## config.mk

```make
export PLATFORM = sky130hd
export DESIGN_NAME = sd_reader
export DESIGN_NICKNAME = d
export VERILOG_FILES = /design/src/verilog/sd_reader_pkg.sv /design/src/verilog/sd_cmd_if.sv /design/src/verilog/sd_cmd_ctrl.sv /design/src/verilog/sd_dat_rx.sv /design/src/verilog/sd_card_seq.sv /design/src/verilog/sd_reader.sv
export SDC_FILE = /design/constraint.sdc
export NUM_CORES = 1
export LEC_CHECK = 0
export ABC_AREA = 1
export BUFFER_PORTS_ARGS = -buffer_cell sky130_fd_sc_hd__buf_4
export CAP_MARGIN = 20
export CORE_MARGIN = 2
export CORE_UTILIZATION = 40
export CTS_CLUSTER_DIAMETER = 40
export CTS_CLUSTER_SIZE = 30
export DETAILED_ROUTE_END_ITERATION = 10
export GPL_TIMING_DRIVEN = 0
export PLACE_DENSITY_LB_ADDON = 0.05
export SYNTH_ARGS = -nofsm -noshare
export SYNTH_HDL_FRONTEND = slang
export SYNTH_HIERARCHICAL = 1
export SYNTH_SLANG_ARGS = --single-unit
```

## constraint.sdc

```tcl
create_clock -name clk -period 11.5 [get_ports clk]
set_input_delay 1.15 -clock clk [delete_from_list [all_inputs] [get_ports clk]]
set_output_delay 1.15 -clock clk [all_outputs]
set_load 0.02 [all_outputs]
```

## src/verilog/sd_reader_pkg.sv

```systemverilog
`default_nettype none

package sd_reader_pkg;

    // sdclk half periods, in clk cycles
    localparam logic [15:0] slow_div = 16'd4;   // identification, below 400 kHz
    localparam logic [15:0] fast_div = 16'd1;   // transfer mode

    // timeouts, in sdclk cycles
    localparam logic [7:0] cmd_timeout = 8'd100;  // wait for response start bit
    localparam logic [7:0] dat_timeout = 8'd200;  // wait for DAT0 start bit

    localparam int unsigned sector_bytes = 512;

    typedef enum logic [1:0] {
        unknown,
        sd_v1,
        sd_v2,
        sd_hc     // block addressed
    } card_type_t;

    // argument field of a 48-bit response, read according to the command sent
    typedef union packed {
        struct packed {
            logic        pwr_up;    // set once the card has left busy
            logic        ccs;       // capacity status
            logic [29:0] ocr;
        } r3_ocr;
        struct packed {
            logic [15:0] rca;
            logic [15:0] status;
        } r6_rca;
        struct packed {
            logic [19:0] reserved;
            logic [3:0]  voltage;
            logic [7:0]  pattern;   // echo of the CMD8 check pattern
        } r7_if;
    } sd_resp_u;

endpackage

`default_nettype wire

```

## src/verilog/sd_cmd_if.sv

```systemverilog
`default_nettype none

interface sd_cmd_if;
    import sd_reader_pkg::*;

    logic        start;       // one cycle, only while busy is low
    logic [5:0]  index;
    logic [31:0] arg;
    logic        fast;
    logic        long_resp;   // 136-bit R2
    logic        no_resp;
    logic [15:0] precycles;   // idle clocks ahead of the command
    logic        busy;
    logic        done;
    logic        timeout;
    logic        bad_resp;
    sd_resp_u    resp;

    modport seq (output start, index, arg, fast, long_resp, no_resp, precycles,
                 input  busy, done, timeout, bad_resp, resp);
    modport ctrl (input  start, index, arg, fast, long_resp, no_resp, precycles,
                  output busy, done, timeout, bad_resp, resp);

endinterface

`default_nettype wire

```

## src/verilog/sd_cmd_ctrl.sv

```systemverilog
`default_nettype none

module sd_cmd_ctrl (
    input  wire    clk,
    input  wire    rst_n,
    sd_cmd_if.ctrl cmd,
    output logic   sdclk,
    output logic   sd_cmd_out,
    output logic   sd_cmd_oe,
    input  wire    sd_cmd_in
);
    import sd_reader_pkg::*;

    enum logic [2:0] {c_idle, c_pre, c_send, c_wait, c_recv} state;

    logic        fast_q;
    logic        long_q;
    logic        no_resp_q;
    logic [5:0]  index_q;
    logic [15:0] div_cnt;
    logic [15:0] half;
    logic [15:0] pre_cnt;
    logic [47:0] tx_sh;
    logic [47:0] rx_sh;
    logic [47:0] rx_next;
    logic [7:0]  bit_cnt;
    logic [7:0]  tcnt;
    logic        tick;
    logic        rise;
    logic        fall;
    logic        last_bit;
    logic        skip_crc;

    // x^7 + x^3 + 1 over start, direction, index and argument
    function automatic logic [6:0] crc7(input logic [39:0] data);
        logic [6:0] c;
        logic       fb;
        c = '0;
        for (int i = 39; i >= 0; i--) begin
            fb   = data[i] ^ c[6];
            c    = {c[5:0], fb};
            c[3] = c[3] ^ fb;
        end
        return c;
    endfunction

    assign half     = fast_q ? fast_div : slow_div;
    assign tick     = div_cnt >= half - 16'd1;   // >= so a divider change never stalls
    assign rise     = tick && !sdclk;
    assign fall     = tick && sdclk;
    assign rx_next  = {rx_sh[46:0], sd_cmd_in};
    assign last_bit = bit_cnt == (long_q ? 8'd135 : 8'd47);
    assign skip_crc = long_q || index_q == 6'd41;   // R2 and R3 carry no valid CRC7
    assign cmd.busy = state != c_idle;

    // free running, also between commands for the data receiver
    always_ff @(posedge clk or negedge rst_n) begin
        if (!rst_n) begin
            div_cnt <= '0;
            sdclk   <= 1'b0;
        end else if (tick) begin
            div_cnt <= '0;
            sdclk   <= !sdclk;
        end else begin
            div_cnt <= div_cnt + 16'd1;
        end
    end

    always_ff @(posedge clk or negedge rst_n) begin
        if (!rst_n) begin
            state        <= c_idle;
            fast_q       <= 1'b0;
            long_q       <= 1'b0;
            no_resp_q    <= 1'b0;
            index_q      <= '0;
            pre_cnt      <= '0;
            bit_cnt      <= '0;
            tcnt         <= '0;
            sd_cmd_oe    <= 1'b0;
            sd_cmd_out   <= 1'b1;
            cmd.done     <= 1'b0;
            cmd.timeout  <= 1'b0;
            cmd.bad_resp <= 1'b0;
        end else begin
            cmd.done <= 1'b0;
            case (state)
                c_idle: if (cmd.start) begin
                    fast_q       <= cmd.fast;
                    long_q       <= cmd.long_resp;
                    no_resp_q    <= cmd.no_resp;
                    index_q      <= cmd.index;
                    pre_cnt      <= cmd.precycles;
                    cmd.timeout  <= 1'b0;
                    cmd.bad_resp <= 1'b0;
                    state        <= c_pre;
                end
                c_pre: if (fall) begin
                    if (pre_cnt == 16'd0) begin
                        sd_cmd_oe  <= 1'b1;
                        sd_cmd_out <= tx_sh[47];   // start bit
                        bit_cnt    <= 8'd1;
                        state      <= c_send;
                    end else begin
                        pre_cnt <= pre_cnt - 16'd1;
                    end
                end
                c_send: if (fall) begin
                    if (bit_cnt == 8'd48) begin
                        sd_cmd_oe  <= 1'b0;
                        sd_cmd_out <= 1'b1;
                        tcnt       <= '0;
                        if (no_resp_q) begin
                            cmd.done <= 1'b1;
                            state    <= c_idle;
                        end else begin
                            state <= c_wait;
                        end
                    end else begin
                        sd_cmd_out <= tx_sh[46];   // tx_sh shifts on this same edge
                        bit_cnt    <= bit_cnt + 8'd1;
                    end
                end
                c_wait: if (rise) begin
                    if (!sd_cmd_in) begin
                        bit_cnt <= 8'd1;
                        state   <= c_recv;
                    end else if (tcnt == cmd_timeout - 8'd1) begin
                        cmd.timeout <= 1'b1;
                        cmd.done    <= 1'b1;
                        state       <= c_idle;
                    end else begin
                        tcnt <= tcnt + 8'd1;
                    end
                end
                c_recv: if (rise) begin
                    if (last_bit) begin
                        cmd.bad_resp <= !rx_next[0] ||
                                        (!skip_crc && crc7(rx_next[47:8]) != rx_next[7:1]);
                        cmd.done     <= 1'b1;
                        state        <= c_idle;
                    end else begin
                        bit_cnt <= bit_cnt + 8'd1;
                    end
                end
                default: state <= c_idle;
            endcase
        end
    end

    always_ff @(posedge clk) begin
        if (state == c_idle && cmd.start) begin
            tx_sh <= {2'b01, cmd.index, cmd.arg, crc7({2'b01, cmd.index, cmd.arg}), 1'b1};
        end else if (fall && state == c_send) begin
            tx_sh <= {tx_sh[46:0], 1'b1};
        end
        if (rise && (state == c_wait || state == c_recv)) begin
            rx_sh <= rx_next;   // idle ones shift through until the start bit
        end
        if (rise && state == c_recv && last_bit) begin
            cmd.resp <= rx_next[39:8];
        end
    end

endmodule

`default_nettype wire

```

## src/verilog/sd_dat_rx.sv

```systemverilog
`default_nettype none

module sd_dat_rx (
    input  wire        clk,
    input  wire        rst_n,
    input  wire        sdclk,
    input  wire        sd_dat0,
    input  wire        active,
    output logic       done,
    output logic       timeout,
    output logic       out_valid,
    output logic [8:0] out_addr,
    output logic [7:0] out_byte
);
    import sd_reader_pkg::*;

    enum logic [1:0] {r_wait, r_data, r_tail, r_stop} state;

    logic        sdclk_q;
    logic        rise;
    logic        byte_end;
    logic [11:0] bit_cnt;
    logic [7:0]  wait_cnt;
    logic [6:0]  byte_sh;

    assign rise     = sdclk && !sdclk_q;
    assign byte_end = active && rise && state == r_data && bit_cnt[2:0] == 3'd7;

    always_ff @(posedge clk or negedge rst_n) begin
        if (!rst_n) begin
            sdclk_q   <= 1'b0;
            state     <= r_wait;
            bit_cnt   <= '0;
            wait_cnt  <= '0;
            done      <= 1'b0;
            timeout   <= 1'b0;
            out_valid <= 1'b0;
        end else begin
            sdclk_q   <= sdclk;
            done      <= 1'b0;
            timeout   <= 1'b0;
            out_valid <= byte_end;
            if (!active) begin
                state    <= r_wait;
                bit_cnt  <= '0;
                wait_cnt <= '0;
            end else if (rise) begin
                case (state)
                    r_wait: if (!sd_dat0) begin   // start bit
                        bit_cnt <= '0;
                        state   <= r_data;
                    end else if (wait_cnt == dat_timeout - 8'd1) begin
                        timeout <= 1'b1;
                        state   <= r_stop;
                    end else begin
                        wait_cnt <= wait_cnt + 8'd1;
                    end
                    r_data: if (bit_cnt == 12'(sector_bytes * 8 - 1)) begin
                        bit_cnt <= '0;
                        state   <= r_tail;
                    end else begin
                        bit_cnt <= bit_cnt + 12'd1;
                    end
                    // crc16 and end bit, counted only
                    r_tail: if (bit_cnt == 12'd16) begin
                        done  <= 1'b1;
                        state <= r_stop;
                    end else begin
                        bit_cnt <= bit_cnt + 12'd1;
                    end
                    default: ;   // r_stop holds until active drops
                endcase
            end
        end
    end

    always_ff @(posedge clk) begin
        if (rise && state == r_data) begin
            byte_sh <= {byte_sh[5:0], sd_dat0};   // msb first
        end
        if (byte_end) begin
            out_byte <= {byte_sh, sd_dat0};
            out_addr <= bit_cnt[11:3];
        end
    end

endmodule

`default_nettype wire

```

## src/verilog/sd_card_seq.sv

```systemverilog
`default_nettype none

module sd_card_seq (
    input  wire                       clk,
    input  wire                       rst_n,
    input  wire                       rd_valid,
    input  wire  [31:0]               rd_sector,
    output logic                      rd_ready,
    output logic                      rd_done,
    output sd_reader_pkg::card_type_t card_type,
    output logic                      card_ready,
    sd_cmd_if.seq                     cmd,
    output logic                      dat_active,
    input  wire                       dat_done,
    input  wire                       dat_timeout
);
    import sd_reader_pkg::*;

    enum logic [3:0] {
        s_cmd0, s_cmd8, s_cmd55, s_acmd41, s_cmd2, s_cmd3, s_cmd7, s_cmd16,
        s_idle, s_rd_cmd, s_rd_data
    } state;

    logic        waiting;   // command issued, done not yet seen
    logic        cmd_ok;
    logic [15:0] rca;
    logic [31:0] rd_addr;

    assign cmd_ok     = !cmd.timeout && !cmd.bad_resp;
    assign rd_ready   = state == s_idle;
    assign card_ready = state == s_idle || state == s_rd_cmd || state == s_rd_data;
    assign dat_active = state == s_rd_data;
    assign cmd.start  = !waiting && !cmd.busy && state != s_idle && state != s_rd_data;

    always_comb begin
        cmd.index     = 6'd0;
        cmd.arg       = '0;
        cmd.fast      = 1'b0;
        cmd.long_resp = 1'b0;
        cmd.no_resp   = 1'b0;
        cmd.precycles = 16'd8;
        case (state)
            s_cmd0: begin
                cmd.no_resp   = 1'b1;
                cmd.precycles = 16'd80;   // power-up clocks
            end
            s_cmd8: begin
                cmd.index = 6'd8;
                cmd.arg   = 32'h0000_01AA;   // 2.7-3.6 V, pattern aa
            end
            s_cmd55: cmd.index = 6'd55;
            s_acmd41: begin
                cmd.index = 6'd41;
                cmd.arg   = (card_type == sd_v1) ? 32'h0010_0000 : 32'h4010_0000;   // hcs
            end
            s_cmd2: begin
                cmd.index     = 6'd2;
                cmd.long_resp = 1'b1;
            end
            s_cmd3: cmd.index = 6'd3;
            s_cmd7: begin
                cmd.index = 6'd7;
                cmd.arg   = {rca, 16'h0000};
            end
            s_cmd16: begin
                cmd.index = 6'd16;
                cmd.arg   = 32'(sector_bytes);
                cmd.fast  = 1'b1;
            end
            s_rd_cmd: begin
                cmd.index     = 6'd17;
                cmd.arg       = rd_addr;
                cmd.fast      = 1'b1;
                cmd.precycles = 16'd16;
            end
            default: ;
        endcase
    end

    // a failed command stays in its state and is issued again
    always_ff @(posedge clk or negedge rst_n) begin
        if (!rst_n) begin
            state     <= s_cmd0;
            waiting   <= 1'b0;
            card_type <= unknown;
            rca       <= '0;
            rd_addr   <= '0;
            rd_done   <= 1'b0;
        end else begin
            rd_done <= 1'b0;
            if (cmd.start) waiting <= 1'b1;
            if (cmd.done) begin
                waiting <= 1'b0;
                case (state)
                    s_cmd0: state <= s_cmd8;
                    s_cmd8: if (cmd.timeout) begin
                        card_type <= sd_v1;   // no reply to CMD8
                        state     <= s_cmd55;
                    end else if (cmd_ok && cmd.resp.r7_if.voltage == 4'h1 &&
                                 cmd.resp.r7_if.pattern == 8'hAA) begin
                        state <= s_cmd55;
                    end
                    s_cmd55: if (cmd_ok) state <= s_acmd41;
                    s_acmd41: if (cmd_ok && cmd.resp.r3_ocr.pwr_up) begin
                        if (card_type != sd_v1) begin
                            card_type <= cmd.resp.r3_ocr.ccs ? sd_hc : sd_v2;
                        end
                        state <= s_cmd2;
                    end else begin
                        state <= s_cmd55;   // still busy, poll again
                    end
                    s_cmd2: if (cmd_ok) state <= s_cmd3;
                    s_cmd3: if (cmd_ok) begin
                        rca   <= cmd.resp.r6_rca.rca;
                        state <= s_cmd7;
                    end
                    s_cmd7: if (cmd_ok) state <= s_cmd16;
                    s_cmd16: if (cmd_ok) state <= s_idle;
                    s_rd_cmd: if (cmd_ok) state <= s_rd_data;
                    default: ;
                endcase
            end
            case (state)
                s_idle: if (rd_valid) begin
                    rd_addr <= (card_type == sd_hc) ? rd_sector
                                                    : rd_sector * 32'(sector_bytes);
                    state   <= s_rd_cmd;
                end
                s_rd_data: if (dat_done) begin
                    rd_done <= 1'b1;
                    state   <= s_idle;
                end else if (dat_timeout) begin
                    state <= s_rd_cmd;   // no start bit, read again
                end
                default: ;
            endcase
        end
    end

endmodule

`default_nettype wire

```

## src/verilog/sd_reader.sv

```systemverilog
`default_nettype none

module sd_reader (
    input  wire                       clk,
    input  wire                       rst_n,
    input  wire                       rd_valid,
    output logic                      rd_ready,
    input  wire  [31:0]               rd_sector,
    output logic                      rd_done,
    output logic                      out_valid,
    output logic [8:0]                out_addr,
    output logic [7:0]                out_byte,
    output sd_reader_pkg::card_type_t card_type,
    output logic                      card_ready,
    output logic                      sdclk,
    output logic                      sd_cmd_out,
    output logic                      sd_cmd_oe,
    input  wire                       sd_cmd_in,
    input  wire                       sd_dat0
);

    logic dat_active;
    logic dat_done;
    logic dat_timeout;

    sd_cmd_if cmd_bus ();

    sd_cmd_ctrl u_cmd_ctrl (
        .clk        (clk),
        .rst_n      (rst_n),
        .cmd        (cmd_bus.ctrl),
        .sdclk      (sdclk),
        .sd_cmd_out (sd_cmd_out),
        .sd_cmd_oe  (sd_cmd_oe),
        .sd_cmd_in  (sd_cmd_in)
    );

    sd_dat_rx u_dat_rx (
        .clk       (clk),
        .rst_n     (rst_n),
        .sdclk     (sdclk),
        .sd_dat0   (sd_dat0),
        .active    (dat_active),
        .done      (dat_done),
        .timeout   (dat_timeout),
        .out_valid (out_valid),
        .out_addr  (out_addr),
        .out_byte  (out_byte)
    );

    sd_card_seq u_card_seq (
        .clk         (clk),
        .rst_n       (rst_n),
        .rd_valid    (rd_valid),
        .rd_sector   (rd_sector),
        .rd_ready    (rd_ready),
        .rd_done     (rd_done),
        .card_type   (card_type),
        .card_ready  (card_ready),
        .cmd         (cmd_bus.seq),
        .dat_active  (dat_active),
        .dat_done    (dat_done),
        .dat_timeout (dat_timeout)
    );

endmodule

`default_nettype wire

```

Yosys cells after proc, flatten, opt, wreduce, memory -nomap -nowiden

Cells that the tools add are included.

Add/subtract/negate cells: 7
Multipliers: 0
Divide/modulo/power cells: 0
Order comparisons: 1
Equal/unequal tests: 61
Shifts and indexed selects: 0
Muxes and demuxes: 122
Bitwise logic cells: 144
Reductions and logical operators: 63

Operator list:

| operator                | count |
|---|---|
| $pmux W32 S5            | 1 |
| $mux W8                 | 19 |
| $xor A1 B1 Y1           | 142 |
| $mux W46                | 2 |
| $mux W16                | 4 |
| $mux W12                | 5 |
| $mux W4                 | 12 |
| $pmux W6 S8             | 1 |
| $mux W1                 | 39 |
| $mux W3                 | 12 |
| $pmux W12 S3            | 1 |
| $pmux W4 S9             | 1 |
| $mux W32                | 1 |
| $pmux W16 S2            | 1 |
| $pmux W8 S4             | 1 |
| $sub A16 B1 Y16 const B | 2 |
| $mux W31                | 1 |
| $add A8 B1 Y8 const B   | 3 |
| $ne A2 B1 Y1 const B    | 12 |
| $ne A2 B2 Y1 const B    | 11 |
| $logic_and A1 B1 Y1     | 20 |
| $mux W2                 | 10 |
| $reduce_and A4 Y1       | 5 |
| $reduce_and A5 Y1       | 4 |
| other kinds (46)        | 88 |

Register bits: 298
Bits in latches: 0
RAM bits: 0
Bits in read-only memories: 0
Bits of input ports: 37
Output and inout bits: 26
Word-level logic and storage cells: 433
Memories kept: 0

Logic depth before layout (Yosys ltp)

Depth in word-level cells: 25
Depth in mapped cells: 34

Modules after synthesis

Netlist, hierarchy kept.

By module, submodules not included:

| module      | instances | cells an instance | area each (um^2) | sequential area each (um^2) |
|---|---|---|---|---|
| sd_cmd_ctrl | 1         | 1133              | 9821.9           | 5416.4 |
| sd_card_seq | 1         | 404               | 3164.3           | 1401.3 |
| sd_dat_rx   | 1         | 257               | 2434.8           | 1371.3 |

Worst setup path after synthesis

Ideal clock, no wire load.

Path kind: register to register
From: reg u_cmd_ctrl.div_cnt[0]
To: reg u_cmd_ctrl.cmd.done
Arrival: 3.912 ns
Data required time: 11.405 ns
Path slack: 7.492 ns
Stages on the path, launching flop included: 11
Path through: dfrtp_1 -> inv_1 -> ha_1 -> o21ai_0 -> nand4_1 -> inv_1 -> nor2_1 -> inv_1 -> a21oi_1 -> o21ai_0 -> o31ai_1

Longest elaborated chain between the ends: 4
Elaborated cells between the ends (all ways): 7
Classes of those cells: 1 x order compare; 4 x mux; 2 x reduce/logical

Ends and longest elaborated chain:

| item                                          | line                                                       | text |
|---|---|---|
| from (decl)                                   | sd_cmd_ctrl.sv:20                                          | `logic [15:0] div_cnt;` |
| from (signal assigned)                        | sd_cmd_ctrl.sv:65                                          | `div_cnt <= div_cnt + 16'd1;` |
| $ge A16 B16 Y1 (*)                            | sd_cmd_ctrl.sv:48                                          | `assign tick = div_cnt >= half - 16'd1;` |
| $logic_and A1 B1 Y1, on equally long branches | sd_cmd_ctrl.sv:49, sd_cmd_ctrl.sv:50                       |  |
| $mux W1, on equally long branches             | sd_cmd_ctrl.sv:135, sd_cmd_ctrl.sv:107, sd_cmd_ctrl.sv:123 |  |
| $pmux W1 S3 (*)                               | sd_cmd_ctrl.sv:86                                          | `case (state)` |
| to (signal assigned)                          | sd_cmd_ctrl.sv:81                                          | `cmd.done <= 1'b0;` |
| to (signal assigned)                          | sd_cmd_ctrl.sv:85                                          | `cmd.done <= 1'b0;` |
| to (signal assigned)                          | sd_cmd_ctrl.sv:139                                         | `cmd.done <= 1'b1;` |
| to (decl)                                     | sd_cmd_if.sv:22                                            | `output busy, done, timeout, bad_resp, resp);` |

Mark *: on every way between the ends. The rest lies on a longest branch, timed or not.
A chain may end at the register's enable or synchronous reset.

Worst setup path in the final report

From: reg u_card_seq/state[0] (netlist bit)
To: reg u_cmd_ctrl.tx_sh[5] (data pin)

Elaborated cells between the ends (all ways): 70
Classes of those cells: 10 x eq/ne; 3 x mux; 54 x bitwise; 3 x reduce/logical

RTL lines:

| item                                       | line               | text |
|---|---|---|
| from (decl)                                | sd_card_seq.sv:22  | `} state;` |
| from (signal assigned)                     | sd_card_seq.sv:83  | `state <= s_cmd0;` |
| from (signal assigned)                     | sd_card_seq.sv:95  | `s_cmd0: state <= s_cmd8;` |
| from (signal assigned)                     | sd_card_seq.sv:98  | `state <= s_cmd55;` |
| $eq A4 B4 Y1, or another cell as far along | sd_card_seq.sv:42  | `case (state)` |
| $pmux W6 S8 (*)                            | sd_card_seq.sv:42  |  |
| via cmd_bus.index[4]                       | sd_cmd_if.sv:7     | `logic [5:0] index;` |
| $xor A1 B1 Y1                              | sd_cmd_ctrl.sv:42  | `c[3] = c[3] ^ fb;` |
| $xor A1 B1 Y1                              | sd_cmd_ctrl.sv:40  | `fb = data[i] ^ c[6];` |
| $xor A1 B1 Y1                              | sd_cmd_ctrl.sv:42  |  |
| $xor A1 B1 Y1                              | sd_cmd_ctrl.sv:40  |  |
| $xor A1 B1 Y1                              | sd_cmd_ctrl.sv:42  |  |
| (+5 left out)                              | n/a                |  |
| $xor A1 B1 Y1                              | sd_cmd_ctrl.sv:42  |  |
| $xor A1 B1 Y1                              | sd_cmd_ctrl.sv:40  |  |
| $xor A1 B1 Y1                              | sd_cmd_ctrl.sv:42  |  |
| $xor A1 B1 Y1                              | sd_cmd_ctrl.sv:40  |  |
| $xor A1 B1 Y1                              | sd_cmd_ctrl.sv:42  |  |
| $xor A1 B1 Y1                              | sd_cmd_ctrl.sv:40  |  |
| $xor A1 B1 Y1 (*)                          | sd_cmd_ctrl.sv:42  |  |
| $mux W46 (*)                               | sd_cmd_ctrl.sv:151 | `if (state == c_idle && cmd.start) begin` |
| to (signal assigned)                       | sd_cmd_ctrl.sv:152 | `tx_sh <= {2'b01, cmd.index, cmd.arg, crc7({2'b01, cmd.index, cmd.arg}), 1'b1};` |
| to (signal assigned)                       | sd_cmd_ctrl.sv:154 | `tx_sh <= {tx_sh[46:0], 1'b1};` |
| to (decl)                                  | sd_cmd_ctrl.sv:23  | `logic [47:0] tx_sh;` |

The timed path passes the listed nets; every way through them passes the cells marked *.

==> impl_metrics.py <==
metrics = {
    "outcome": {
        "outcome": "completed",
    },
    "cells_and_area": {
        "nNetsFinal": 1985,
        "fin_cells": 2487,
        "layout_common_cells": "nand2_1, inv_1, dfrtp_1",
        "post_route_cells_drive_above_1_share": 0.121,
        "final_common_cell": "nand2_1",
        "final_util": 0.491,
        "n_antenna_cell": 0,
        "syn_to_final_growth_pct": 20.9,
    },
    "floorplanning": {
        "fp.dieH_um": 200,
        "io_pins": 63,
        "num_rows": 71,
        "start_util": 0.406,
        "core_um2": 37700,
        "dieArea_um2": 39800,
        "dieWidth_um": 200,
    },
    "cts": {
        "ctsHoldBuffers": 0,
        "tritoncts": "built",
        "cts_resized": 0,
        "clk_pin_slew_ns": 0.06,
        "clock_tree.root_cell": "clkbuf_16",
        "cts_buffers": 50,
        "cts_setup_buffers": 0,
        "cts_sinks": 294,
        "clk_path_buf_depth": 3,
        "clock_latency_ns": 0.58,
        "htreeDepth": 2,
    },
    "sta": {
        "skew_ns": 0.0220,
        "relSlewSlack": 0.443,
        "period_needed_ns": 4.70,
        "finalSetupTns_ns": 0,
        "fmax_ghz": 0.213,
        "rsz0062_at_grt": "false",
        "hold_viol": 0,
        "setup_violations": 0,
        "fin_crit_sh": 0.409,
        "maxSlewViolCount": 0,
        "max_slew.worst_pin.slew_ns": 0.831,
    },
    "place": {
        "place_congestion": 0.845,
        "placed_cells": 2393,
        "port_buffers": 62,
        "dpl.hpwl_mm": 26.9,
    },
    "worst_setup_path": {
        "crit_fanout": 10,
        "cp-end-kind": "register",
        "worstPathRequired_ns": 11.82,
        "arrival_ns": 5.02,
        "criticalPathCategory": "register to register",
        "reg2regPathDepth": 19,
        "start_kind": "register",
    },
    "routing": {
        "via_per_inst": 4.85,
        "drc": 0,
        "final_antenna_net_count": 0,
        "vias": 12100,
        "drt_iter0_drc": 605,
        "drt-pass1-iter-count": 6,
        "avgRoutedWirePerCell_um": 14.7,
        "routed_wirelength_mm": 36.5,
    },
    "hold_path": {
        "hold_path.class": "register to register",
        "hold-path-cell-count": 0,
    },
    "global_routing": {
        "track_usage": 0.190,
        "grt_overflow": 0,
        "grt_pass1_wl_mm": 59.5,
        "grt_max_degree": 96,
        "grt_pass1_vias": 11800,
        "antenna_found_initial": 0,
    },
    "power_and_ir_drop": {
        "irDropWorstVdd_uv": 169,
        "powerDensity_nw_per_um2": 260,
        "p_leak_nw": 8.62,
    },
    "synth": {
        "synth_area_um2": 15300,
        "synth_warnings": 6,
        "synth.avg_cell_area_um2": 8.55,
        "synthCells": 1790,
    },
    "run": {
        "drv_cap": 0,
    },
}
## worst paths after layout
kind | slack, ns | from | to
setup / recovery | 6.80 | u_card_seq/state[0] | u_cmd_ctrl/tx_sh[5]
hold / removal | 0.42 | u_dat_rx/byte_sh[6] | u_dat_rx/out_byte[7]
setup reg to reg | 6.80 | u_card_seq/state[0] | u_cmd_ctrl/tx_sh[5]
hold reg to reg | 0.42 | u_dat_rx/byte_sh[6] | u_dat_rx/out_byte[7]
max in group asynchronous | 10.18 | rst_n | u_cmd_ctrl/tcnt[0]
min in group asynchronous | 0.50 | rst_n | u_card_seq/rd_done
## cell type report
class	instances	area [um^2]
Multi-Input combinational cell	1207	6080
Tap cell	511	639
Fill cell	3663	19200
Timing Repair Buffer	68	578
Sequential cell	294	8070
Clock inverter	35	469
Buffer	50	270
Inverter	263	990
Clock buffer	59	1400
## routing by layer
| metal | vias to the layer above | share of wire | GRT usage |
|---|---|---|---|
| li1 | 6120 | - | - |
| met1 | 5643 | 0.47 | 0.251 |
| met2 | 216 | 0.46 | 0.311 |
| met3 | 77 | 0.042 | 0.0334 |
| met4 | 0 | 0.031 | 0.0760 |
| met5 | - | 0 | 0 |
## metrics by stage
step / worst slack [ns] / hold slack, ns / power (mW) / area, um^2
final: 6.80 / 0.420 / 4.82 / 18500
after global routing: 6.40 / 0.444 / 5.26 / 18500
after CTS: 6.81 / 0.422 / 4.88 / 18500
after detailed placement: 6.86 / 0.407 / 3.21 / 16600
after global placement: 5.76 / 0.404 / 3.16 / 16500
after floorplan: 7.49 / 0.400 / 2.81 / 15400
## critical path: stages, from the launching register on
cell	delay (ns)
dfrtp_1	0.46
inv_2	0.12
nor2_2	0.05
nand2_1	0.27
clkbuf_1	0.49
nand3_1	0.28
xnor2_1	0.38
xnor2_1	0.13
xnor2_1	0.30
xor2_1	0.28
xor2_1	0.32
xnor2_1	0.21
xor2_1	0.21
xor2_1	0.30
xnor2_1	0.20
inv_1	0.10
nand2_1	0.08
nand3_1	0.12
nand2_1	0.08
o21ai_0	0.07
## power breakdown
part / internal [mW] / total, mW / switching (mW)
Clock: 1.06 / 1.63 / 0.565
Sequential: 1.26 / 1.38 / 0.119
Combinational: 0.599 / 1.81 / 1.21
Total: 2.93 / 4.82 / 1.89
## flip-flops by register name, summed over array words and instances (netlist names), 9 cells and up
name                 cells
u_cmd_ctrl/rx_sh        47
u_cmd_ctrl/cmd.resp     28
u_dat_rx/bit_cnt        12
u_dat_rx/out_addr        9
u_card_seq/rca          16
u_cmd_ctrl/div_cnt      16
u_card_seq/rd_addr      32
u_cmd_ctrl/pre_cnt      16
u_cmd_ctrl/tx_sh        47
(Power assumes the default switching activity.)
